==> config.mk <==
export PLATFORM = sky130hd
export DESIGN_NAME = irq_sleep_unit
export DESIGN_NICKNAME = d
export VERILOG_FILES = /design/src/irq_sleep_pkg.sv /design/src/bus_outstanding_cnt.sv /design/src/irq_arbiter.sv /design/src/irq_csr.sv /design/src/irq_sleep_unit.sv /design/src/sleep_ctrl.sv /design/src/wfi_decode.sv
export SDC_FILE = /design/constraint.sdc
export NUM_CORES = 1
export LEC_CHECK = 0
export ABC_AREA = 1
export ABC_CLOCK_PERIOD_IN_PS = 2330
export BUFFER_PORTS_ARGS = -buffer_cell sky130_fd_sc_hd__buf_2
export CORE_MARGIN = 2
export CORE_UTILIZATION = 47
export DETAILED_ROUTE_END_ITERATION = 7
export PLACE_DENSITY = 0.85
export SYNTH_ARGS = -nofsm -noshare
export SYNTH_HDL_FRONTEND = slang
export SYNTH_SLANG_ARGS = --single-unit
==> constraint.sdc <==
create_clock -name clk_i -period 2.33 [get_ports clk_i]
set_input_delay 0.466 -clock clk_i [delete_from_list [all_inputs] [get_ports clk_i]]
set_output_delay 0.466 -clock clk_i [all_outputs]
set_load 0.1 [all_outputs]
==> src/irq_sleep_pkg.sv <==
package irq_sleep_pkg;

  // --------------------------------------------------------------------------
  // Constants
  // --------------------------------------------------------------------------

  localparam int unsigned NumIrq     = 32;
  localparam int unsigned IrqIdWidth = 5;

  // Lines 31..16 are platform interrupts, 11/7/3 are external, timer, software
  localparam logic [NumIrq-1:0] ValidIrqMask = 32'hffff_0888;

  localparam logic [31:0] WfiInstr = 32'h1050_0073;
  localparam logic [31:0] WfeInstr = 32'h8c00_0073;

  // Cycles a wait instruction sits in writeback before sleep may start
  localparam int unsigned SleepEntryDelay  = 2;
  localparam int unsigned OutstandingWidth = 4;

  // --------------------------------------------------------------------------
  // Types
  // --------------------------------------------------------------------------

  typedef logic [NumIrq-1:0]     irq_vec_t;
  typedef logic [IrqIdWidth-1:0] irq_id_t;

  typedef enum logic [1:0] {
    PrivU = 2'b00,
    PrivM = 2'b11
  } priv_lvl_e;

  typedef enum logic [1:0] {
    CsrMie     = 2'd0,
    CsrMstatus = 2'd1,
    CsrMtvec   = 2'd2
  } csr_sel_e;

  typedef struct packed {
    logic        valid;
    csr_sel_e    sel;
    logic [31:0] data;
  } csr_wr_t;

  typedef struct packed {
    irq_vec_t  mie;
    logic      mstatus_mie;
    logic      mstatus_mpie;
    logic      mstatus_tw;
    logic      mtvec_mode;
    priv_lvl_e priv_lvl;
    struct packed {
      logic    irq;
      irq_id_t id;
    } mcause;
  } csr_state_t;

  typedef struct packed {
    logic        valid;
    logic [31:0] data;
    logic        err;
    logic        mpu_fault;
    logic        kill;
  } wb_instr_t;

  typedef struct packed {
    logic req;
    logic gnt;
    logic rvalid;
  } bus_strobe_t;

endpackage

==> src/bus_outstanding_cnt.sv <==
module bus_outstanding_cnt (
  input  logic                       clk_i,
  input  logic                       rst_ni,
  input  irq_sleep_pkg::bus_strobe_t bus_i,
  output logic                       busy_o
);
  import irq_sleep_pkg::*;

  logic [OutstandingWidth-1:0] cnt_q;
  logic                        issue;
  logic                        inc;
  logic                        dec;

  // A request counts once it is granted
  assign issue = bus_i.req && bus_i.gnt;
  assign inc   = issue && !bus_i.rvalid;
  assign dec   = bus_i.rvalid && !issue;

  always_ff @(posedge clk_i or negedge rst_ni) begin
    if (!rst_ni) begin
      cnt_q <= '0;
    end else if (inc) begin
      cnt_q <= cnt_q + 1'b1;
    end else if (dec) begin
      cnt_q <= cnt_q - 1'b1;
    end
  end

  assign busy_o = |cnt_q;

  a_no_underflow: assert property (
    @(posedge clk_i) disable iff (!rst_ni) dec |-> cnt_q != '0);

  a_no_overflow: assert property (
    @(posedge clk_i) disable iff (!rst_ni) inc |-> cnt_q != '1);

endmodule

==> src/irq_arbiter.sv <==
module irq_arbiter (
  input  logic                      clk_i,
  input  logic                      rst_ni,
  input  irq_sleep_pkg::irq_vec_t   irq_i,
  input  irq_sleep_pkg::csr_state_t csr_i,
  input  logic                      debug_mode_i,
  output irq_sleep_pkg::irq_vec_t   mip_o,
  output logic                      irq_wake_o,
  output logic                      irq_ack_o,
  output irq_sleep_pkg::irq_id_t    irq_id_o
);
  import irq_sleep_pkg::*;

  irq_vec_t mip_q;
  irq_vec_t pend_en;
  irq_id_t  win_id;
  logic     win_valid;
  logic     eligible;

  // Reserved lines never reach mip
  always_ff @(posedge clk_i or negedge rst_ni) begin
    if (!rst_ni) begin
      mip_q <= '0;
    end else begin
      mip_q <= irq_i & ValidIrqMask;
    end
  end

  assign pend_en = mip_q & csr_i.mie;

  // --------------------------------------------------------------------------
  // Fixed priority of 31..16, then 11, 3 and 7, with the last match winning
  // --------------------------------------------------------------------------
  always_comb begin
    win_id = '0;
    if (pend_en[7]) begin
      win_id = irq_id_t'(7);
    end
    if (pend_en[3]) begin
      win_id = irq_id_t'(3);
    end
    if (pend_en[11]) begin
      win_id = irq_id_t'(11);
    end
    for (int i = 16; i < NumIrq; i++) begin
      if (pend_en[i]) begin
        win_id = irq_id_t'(i);
      end
    end
  end

  assign win_valid = |pend_en;
  // U-mode takes any enabled interrupt regardless of mstatus.mie
  assign eligible  = ((csr_i.priv_lvl == PrivM) && csr_i.mstatus_mie) ||
                     ((csr_i.priv_lvl == PrivU) && win_valid);

  assign irq_ack_o  = win_valid && eligible && !debug_mode_i;
  assign irq_id_o   = win_id;
  assign irq_wake_o = win_valid;
  assign mip_o      = mip_q;

  a_ack_pulse: assert property (
    @(posedge clk_i) disable iff (!rst_ni) irq_ack_o |=> !irq_ack_o);

  a_ack_id_valid: assert property (
    @(posedge clk_i) disable iff (!rst_ni)
    irq_ack_o |-> ValidIrqMask[irq_id_o] && csr_i.mie[irq_id_o]);

  a_mip_not_reserved: assert property (
    @(posedge clk_i) disable iff (!rst_ni) (mip_o & ~ValidIrqMask) == '0);

endmodule

==> src/irq_csr.sv <==
module irq_csr (
  input  logic                     clk_i,
  input  logic                     rst_ni,
  input  irq_sleep_pkg::csr_wr_t   csr_wr_i,
  input  logic                     mret_i,
  input  irq_sleep_pkg::priv_lvl_e priv_i,
  input  logic                     irq_ack_i,
  input  irq_sleep_pkg::irq_id_t   irq_id_i,
  output irq_sleep_pkg::csr_state_t csr_o
);
  import irq_sleep_pkg::*;

  csr_state_t csr_q;

  // Later statements win, so the order below is mret, trap entry, CSR write
  always_ff @(posedge clk_i or negedge rst_ni) begin
    if (!rst_ni) begin
      csr_q          <= '0;
      csr_q.priv_lvl <= PrivM;
    end else begin
      if (mret_i) begin
        csr_q.mstatus_mie <= csr_q.mstatus_mpie;
        csr_q.priv_lvl    <= priv_i;
      end

      // Trap entry on acknowledge
      if (irq_ack_i) begin
        csr_q.mstatus_mie  <= 1'b0;
        csr_q.mstatus_mpie <= csr_q.mstatus_mie;
        csr_q.mcause.irq   <= 1'b1;
        csr_q.mcause.id    <= irq_id_i;
        csr_q.priv_lvl     <= PrivM;
      end

      if (csr_wr_i.valid) begin
        case (csr_wr_i.sel)
          CsrMie: begin
            csr_q.mie <= csr_wr_i.data;
          end
          CsrMstatus: begin
            csr_q.mstatus_mie  <= csr_wr_i.data[3];
            csr_q.mstatus_mpie <= csr_wr_i.data[7];
            csr_q.mstatus_tw   <= csr_wr_i.data[21];
          end
          CsrMtvec: begin
            csr_q.mtvec_mode <= csr_wr_i.data[0];
          end
          default: begin
          end
        endcase
      end
    end
  end

  assign csr_o = csr_q;

  // The arbiter must respect global enable as seen by this register
  a_no_ack_when_disabled: assert property (
    @(posedge clk_i) disable iff (!rst_ni)
    irq_ack_i |-> !((csr_q.priv_lvl == PrivM) && !csr_q.mstatus_mie)
  );

endmodule

==> src/irq_sleep_unit.sv <==
module irq_sleep_unit (
  input  logic                       clk_i,
  input  logic                       rst_ni,
  input  irq_sleep_pkg::irq_vec_t    irq_i,
  input  irq_sleep_pkg::csr_wr_t     csr_wr_i,
  input  logic                       mret_i,
  input  irq_sleep_pkg::priv_lvl_e   priv_i,
  input  logic                       debug_mode_i,
  input  logic                       debug_req_i,
  input  logic                       dcsr_step_i,
  input  irq_sleep_pkg::wb_instr_t   wb_instr_i,
  input  irq_sleep_pkg::bus_strobe_t ibus_i,
  input  irq_sleep_pkg::bus_strobe_t dbus_i,
  input  logic                       write_buf_empty_i,
  output irq_sleep_pkg::irq_vec_t    mip_o,
  output logic                       irq_ack_o,
  output irq_sleep_pkg::irq_id_t     irq_id_o,
  output irq_sleep_pkg::csr_state_t  csr_o,
  output logic                       core_sleep_o,
  output logic                       wb_retire_o
);

  logic irq_wake;
  logic ibus_busy;
  logic dbus_busy;
  logic wfi_in_wb;

  // --------------------------------------------------------------------------
  // Interrupt path
  // --------------------------------------------------------------------------
  irq_csr irq_csr_inst (
    .clk_i, .rst_ni, .csr_wr_i, .mret_i, .priv_i,
    .irq_ack_i (irq_ack_o),
    .irq_id_i  (irq_id_o),
    .csr_o
  );

  irq_arbiter irq_arbiter_inst (
    .clk_i, .rst_ni, .irq_i,
    .csr_i      (csr_o),
    .debug_mode_i, .mip_o,
    .irq_wake_o (irq_wake),
    .irq_ack_o, .irq_id_o
  );

  // --------------------------------------------------------------------------
  // Sleep path
  // --------------------------------------------------------------------------
  bus_outstanding_cnt ibus_cnt (.clk_i, .rst_ni, .bus_i(ibus_i), .busy_o(ibus_busy));
  bus_outstanding_cnt dbus_cnt (.clk_i, .rst_ni, .bus_i(dbus_i), .busy_o(dbus_busy));

  wfi_decode wfi_decode_inst (
    .wb_instr_i, .csr_i(csr_o), .debug_mode_i, .dcsr_step_i,
    .wfi_in_wb_o (wfi_in_wb)
  );

  sleep_ctrl sleep_ctrl_inst (
    .clk_i, .rst_ni,
    .wfi_in_wb_i (wfi_in_wb),
    .dcsr_step_i, .debug_req_i,
    .irq_wake_i  (irq_wake),
    .ibus_busy_i (ibus_busy),
    .dbus_busy_i (dbus_busy),
    .write_buf_empty_i, .core_sleep_o, .wb_retire_o
  );

endmodule

==> src/sleep_ctrl.sv <==
module sleep_ctrl (
  input  logic clk_i,
  input  logic rst_ni,
  input  logic wfi_in_wb_i,
  input  logic dcsr_step_i,
  input  logic debug_req_i,
  input  logic irq_wake_i,
  input  logic ibus_busy_i,
  input  logic dbus_busy_i,
  input  logic write_buf_empty_i,
  output logic core_sleep_o,
  output logic wb_retire_o
);
  import irq_sleep_pkg::*;

  logic [SleepEntryDelay-1:0] wfi_dly_q;
  logic                       sleep_q;
  logic                       blocked;
  logic                       wake;
  logic                       first_cycle;
  logic                       sleep_set;

  assign blocked = ibus_busy_i || dbus_busy_i || !write_buf_empty_i;
  assign wake    = irq_wake_i || debug_req_i;

  // --------------------------------------------------------------------------
  // Writeback delay line and sleep flag
  // --------------------------------------------------------------------------
  assign first_cycle = wfi_in_wb_i && !wfi_dly_q[0];
  assign sleep_set   = wfi_in_wb_i && (&wfi_dly_q) && !blocked && !wake;

  always_ff @(posedge clk_i or negedge rst_ni) begin
    if (!rst_ni) begin
      wfi_dly_q <= '0;
      sleep_q   <= 1'b0;
    end else begin
      wfi_dly_q <= {wfi_dly_q[SleepEntryDelay-2:0], wfi_in_wb_i};
      if (!wfi_in_wb_i || wake) begin
        sleep_q <= 1'b0;
      end else if (sleep_set) begin
        sleep_q <= 1'b1;
      end
    end
  end

  // Drops in the same cycle as a wake source
  assign core_sleep_o = sleep_q && !blocked && !wake;

  // First cycle retires only on a step, later cycles only on wake
  assign wb_retire_o = first_cycle ? (dcsr_step_i && !debug_req_i)
                                   : (wfi_in_wb_i && wake);

  a_no_sleep_blocked: assert property (
    @(posedge clk_i) disable iff (!rst_ni)
    $rose(core_sleep_o) |-> !blocked && $past(!blocked));

  a_no_early_sleep: assert property (
    @(posedge clk_i) disable iff (!rst_ni)
    $rose(wfi_in_wb_i) |-> !core_sleep_o ##1 !core_sleep_o ##1 !core_sleep_o);

  a_no_retire_waiting: assert property (
    @(posedge clk_i) disable iff (!rst_ni)
    wfi_in_wb_i && $past(wfi_in_wb_i) && !wake |-> !wb_retire_o);

endmodule

==> src/wfi_decode.sv <==
module wfi_decode (
  input  irq_sleep_pkg::wb_instr_t  wb_instr_i,
  input  irq_sleep_pkg::csr_state_t csr_i,
  input  logic                      debug_mode_i,
  input  logic                      dcsr_step_i,
  output logic                      wfi_in_wb_o
);
  import irq_sleep_pkg::*;

  logic is_wfi;
  logic is_wfe;
  logic bus_fault;
  logic tw_trap;
  logic invalidated;

  // --------------------------------------------------------------------------
  // Encoding match
  // --------------------------------------------------------------------------
  assign is_wfi = (wb_instr_i.data == WfiInstr);
  assign is_wfe = (wb_instr_i.data == WfeInstr);

  // --------------------------------------------------------------------------
  // Conditions that turn the wait into a no-op or a trap
  // --------------------------------------------------------------------------

  // Fetch error or MPU fault means the instruction will trap instead
  assign bus_fault = wb_instr_i.err || wb_instr_i.mpu_fault;

  // Timeout wait makes WFI illegal in user mode
  assign tw_trap = (csr_i.priv_lvl == PrivU) && csr_i.mstatus_tw;

  // Single stepping never sleeps
  assign invalidated = !wb_instr_i.valid ||
                       bus_fault         ||
                       wb_instr_i.kill   ||
                       debug_mode_i      ||
                       dcsr_step_i       ||
                       tw_trap;

  assign wfi_in_wb_o = (is_wfi || is_wfe) && !invalidated;

endmodule
# Word level (Yosys, flattened, before mapping)
# Cells that the tools add are included.
# word_totals
ff_bits	74
latch_bits	0
ram_bits	0
mem_bits_ro	0
output_inout_bits	84
memories	0
# op_classes
addsub	4
multipliers	0
div	0
order_cmp	0
n_eq_ne	5
shifts	0
n_mux	33
bitwise_logic	1
n_reduce_logical	58
# op_table
cell	count
two-way mux 5 bit	18
AND 32 bit	1
equality test 32 x 29 -> 1 bit, second input constant	1
equality test 32 bit, second input constant	1
OR reduction 32 bit	1
logical AND 1 bit	20
two-way mux 4 bit	5
logical NOT 1 bit	13
logical OR 1 bit	12
adder 4 x 1 -> 4 bit, second input constant	2
two-way mux 8 bit	1
AND reduction 2 bit	4
nonzero test 2 bit	4
OR reduction 4 bit	2
subtractor 4 x 1 -> 4 bit, second input constant	2
two-way mux 3 bit	2
two-way mux 1 bit	5
equality test 2 bit, second input constant	2
logical NOT 2 bit	2
two-way mux 2 bit	2
equality test 2 x 1 -> 1 bit, second input constant	1

# Longest topological paths before layout
# logic_depth
word_depth	21
mapped_depth	20
depth_no_buf	20

# Cells and area by module
# Synthesis repeated with hierarchy kept, for this count alone.
# hier_totals
hier_cells	463
hier_area_um2	3817.4
# modules_own_cells
module	instances	cells_per_inst	area_per_inst_um2
irq_csr	1	191	1891.8
irq_arbiter	1	104	892.1
bus_outstanding_cnt	2	41	301.5
wfi_decode	1	67	276.5
sleep_ctrl	1	19	153.9

# Least setup slack after synthesis
# Ideal clock, no wire load.
# synth_path
path_kind	register -> output
from	reg irq_arbiter_inst.mip_q[22] (netlist: irq_arbiter_inst.mip_o[22])
to	out core_sleep_o
arrival_ps	3690
setup_slack_ps	-1826
path_stages_with_launch	8
n_path_buf	0
cell_sequence	dfrtp_1 > nand2_2 > nand2_2 > nor4_2 > nand4_1 > nor3_2 > nand2_1 > nor3_1
# synth_between
elab_chain_cells	5
# synth_rtl
element	line	text
from (decl)	irq_arbiter.sv:14	irq_vec_t mip_q;
from (signal assigned)	irq_arbiter.sv:25	mip_q <= irq_i & ValidIrqMask;
AND 32 bit	irq_arbiter.sv:29	assign pend_en = mip_q & csr_i.mie;
OR reduction 32 bit	irq_arbiter.sv:52	assign win_valid = |pend_en;
logical OR 1 bit	sleep_ctrl.sv:24	assign wake = irq_wake_i || debug_req_i;
logical NOT 1 bit	sleep_ctrl.sv:47	assign core_sleep_o = sleep_q && !blocked && !wake;
logical AND 1 bit	sleep_ctrl.sv:47	
to (decl)	irq_sleep_unit.sv:19	output logic core_sleep_o,
# Every way passes these cells.

# Worst setup path after layout
# layout_path
from	reg irq_arbiter_inst.mip_q[11] (netlist: irq_arbiter_inst.mip_o[11])
to	out irq_id_o[0]
# layout_between
elab_chain_cells	18
# layout_rtl
element	line	text
AND 32 bit	irq_arbiter.sv:29	
two-way mux 5 bit	irq_arbiter.sv:42	if (pend_en[11]) begin
two-way mux 5 bit (16 in series)	irq_arbiter.sv:46	if (pend_en[i]) begin
to (decl)	irq_sleep_unit.sv:17	output irq_sleep_pkg::irq_id_t irq_id_o,
# Every way passes these cells.

==> results by group <==
Detailed routing
  • DRT iter0 DRCs: approximately 120
  • ANT nets after route: 0
  • Drt wl/cell: between 15 and 20 microns
  • # DRC: 0
  • Drt via density: 4.82
  • Via count: 3115
  • DR pass1 iterations: 4
  • Routed WL: just under 10000 microns

Yosys
  • Post-Synth Simple-Gate Area: 0.176
  • Ys flop type: dfrtp_1
  • Compound-cell area share of the yosys netlist: 0.0526
  • Seq/Total Area, Yosys: 0.553
  • Synth Area in XOR/XNOR: 0.0157
  • Asr flop ratio synth: 1.00
  • Synth top area cells: dfrtp_1 54%, mux2_2 9.7%, nand2_1 9.2%
  • Post-synth EDFFs: 0
  • Mean Syn Cell Area: 10.3 sq um
  • Cell taking the most area after synthesis: dfrtp_1
  • Yosys cell types: 37
  • Seq cells post-synth: 74
  • Synthesized cell area: 3360 sq um
  • YS warnings: 0
  • Yosys top cell area share: 0.537
  • Multiplexer share of the synthesized area: 0.100
  • Synthesized-area fraction occupied by adder cells: 0.0343
  • Cells after Synth: 325
  • Main combinational cell family by area after synthesis: simple AND/OR/NAND/NOR gates

Outcome
  • Outcome: finished, violations left
  • Failing checks: negative setup slack

Hold path
  • Worst hold start: irq_i[31]
  • Endpoint of the worst hold path: irq_arbiter_inst.mip_o[31]$_DFF_PN0_
  • Worst Hold Class: primary input to flip-flop
  • Worst Hold Depth: 1

Clocking
  • Clock root buffer: clkbuf_8
  • H-tree depth: 3
  • CTS tree: yes
  • CTS sink cnt: 74
  • Max clock buf depth: 2
  • TritonCTS buffer count: 9
  • Hold_buf cts: 0
  • CTS clk-pin slew, worst paths: 0.08 ns
  • Clock Latency Late Sink: 0.34 ns

Final layout
  • Final layout net count: around 670
  • Antenna diodes: 0
  • Fraction of layout cells with a size suffix above 1: 0.651
  • Commonest non-fill, non-tap cell in the layout: buf_2
  • Post-layout instance area: 5370 sq um
  • Commonest non-fill, non-tap cells in the layout: 166 x buf_2, 54 x nand2_1, 37 x buf_4, 34 x dfrtp_1, 33 x dfrtp_4
  • Layout Cells excl Fill: 646
  • Fillers: ~460
  • Synthesis-to-finish area growth: 60.1%

Placed design
  • # port buffers: 175
  • Detailed Place HPWL: ~7100 microns
  • Placed cell areas: about 4700 sq um
  • Dpl cells: 609
  • GPL Wtd Cong: 0.801

Floorplanning
  • Core area: 6870 sq um
  • Ports: between 200 and 250
  • Row count: 30
  • Die area: around 7800 sq um
  • Die Span X: 88.5 microns
  • Die H: 88.5 microns
  • Starting density of the core: 0.489

Power and ir drop
  • Worst vdd rail ir drop: 0.722 mV
  • Leak: 2.74 nW
  • Power density cells: 1120 nW/um^2

Flow run
  • Number of max-cap violations: 0

GRT
  • GRT Total Usage: 0.245
  • Remaining Overflow, GRT: 0
  • First-pass GRT wire length: 14400 microns
  • Number of global-route vias before repair: 3121
  • Largest net degree at the start of global routing: 75
  • Initial antenna violation count: 0

Timing
  • Worst hold margin: about 0.22 ns
  • Final Skew: 0.00882 ns
  • Relative max-transition margin: 0.406
  • Max Slew Vio Count: 0
  • Setup Viol. Count Final: 6
  • Final Hold Vio Count: 0
  • RSZ-0062 raised after global routing: yes
  • Final worst setup slack: -0.305 ns
  • Post-route clock period utilization: 1.13
  • Maximum clock rate: approximately 380 MHz
  • Post-route minimum period: between 2 and 3 ns
  • Slew @ Worst Pin: just under 0.9 ns

Critical path
  • Crit path required time: roughly 1.9 ns
  • Crit-path slowest cell: dfrtp_4
  • CP max stage delay: 0.50 ns
  • Worst r2r path cells: 22
  • R2R setup slack: 0.20 ns
  • Startpoint types: flip-flop
  • Critical Path End Type: output pin
  • CP Class: flip-flop to output pin
  • CP most frequent cell: nand2_1
  • Worst reg2reg path endpoint: irq_csr_inst.csr_o[0]$_DFFE_PN0P_
  • Critical path data arrival time: 2.17 ns
  • Crit Path Max Fanout: 2
  • Worst r2r src: irq_arbiter_inst.mip_o[11]$_DFF_PN0_
  • Cell Chain, Critical Path: nand2_4 -> nand3_2 -> nand2_2 -> nand2_2 -> nand2_1 -> nand2_1 -> nand2_1 -> nand2_1 -> nand2_1 -> nand2_1 -> nand2_1 -> nand2_1 -> nand2_1 -> nand2_1 -> nand2_1 -> nand2_1 -> nand2_2 -> nand2_4 -> buf_12
-- critical path, delay by kind of cell, from the launching register on --
family / cells / cell delay [ns]
AND/OR/NAND/NOR: 18 / 1.15
buffers and inverters: 1 / 0.16
flip-flops: 1 / 0.50
-- area by class of cell --
type | count | area (sq um) | area share
Tap cell | 96 | 120 | 0.0224
Clock buffer | 10 | 138 | 0.0256
Multi-Input combinational cell | 218 | 1630 | 0.303
Inverter | 28 | 105 | 0.0196
Clock inverter | 6 | 87.6 | 0.0163
Sequential cell | 74 | 1990 | 0.371
Timing Repair Buffer | 214 | 1300 | 0.242
-- state kept, by name (all words and copies together), names as in the netlist --
register / cells
sleep_ctrl_inst.sleep_q: 1
ibus_cnt.cnt_q: 4
dbus_cnt.cnt_q: 4
irq_arbiter_inst.mip_o: 19
irq_csr_inst.csr_o: 44
sleep_ctrl_inst.wfi_dly_q: 2
-- cells by family after synthesis --
| kind of cell | after synthesis |
|---|---|
| XOR/XNOR | 6 |
| AND/OR/NAND/NOR | 133 |
| AO/OA/AOI/OAI | 28 |
| multiplexers | 30 |
| flip-flops | 74 |
| adder cells (fa/ha/maj) | 8 |
| other | 1 |
| buffers and inverters | 45 |
-- timing repair --
| action | in CTS | in global routing |
|---|---|---|
| setup endpoints to repair | 7 | 8 |
| gates resized for setup | 28 | 31 |
| pin swaps | 22 | 28 |
| setup buffers | 17 | 8 |
-- per-stage QoR --
| step | worst slack, ns | utilization | power, mW | TNS, ns |
|---|---|---|---|---|
| finish | -0.305 | 0.782 | 6.04 | -1.28 |
| global route | -0.464 | 0.782 | 6.31 | -1.91 |
| CTS | -0.350 | 0.756 | 5.94 | -1.23 |
| detailed placement | 0.00107 | 0.691 | 4.69 | 0 |
| global placement | 0.0187 | 0.691 | 4.62 | 0 |
| floorplan | -0.433 | - | 4.06 | -0.551 |
-- synth_stat cells (2+ instances only) --
cell type,instances
fa_1,2
nand2_1,82
dfstp_2,2
nand4_1,6
nor4_1,8
o21ai_0,9
a21oi_1,5
nor2_1,13
buf_4,13
xnor2_1,4
buf_2,2
o31ai_1,2
ha_1,6
nor3_1,5
dfrtp_1,72
o211ai_1,2
nand2_2,6
a21o_1,2
mux2_2,29
nand3_1,8
a31oi_1,4
xor2_1,2
inv_1,27
-- metal layers --
metal	vias up	GRT usage	share of wire
li1	1490	-	-
met1	1459	0.263	0.36
met2	146	0.463	0.55
met3	20	0.0494	0.061
met4	0	0.106	0.026
met5	-	0	0
-- power by group --
| part | internal, mW | switching (mW) |
|---|---|---|
| logic | 0.793 | 2.29 |
| clock network | 0.634 | 0.481 |
| registers | 1.60 | 0.239 |
-- how the worst max path moves through the flow --
stage,from,end,depth (start not counted)
finish,irq_arbiter_inst.mip_o[11]$_DFF_PN0_,irq_id_o[0],19
global route,irq_arbiter_inst.mip_o[11]$_DFF_PN0_,irq_id_o[0],19
floorplan,irq_arbiter_inst.mip_o[23]$_DFF_PN0_,core_sleep_o,7
detailed placement,irq_arbiter_inst.mip_o[21]$_DFF_PN0_,core_sleep_o,8
global placement,irq_arbiter_inst.mip_o[22]$_DFF_PN0_,core_sleep_o,8
CTS,irq_csr_inst.csr_o[38]$_DFFE_PN0P_,core_sleep_o,8
(Power assumes the default switching activity.)
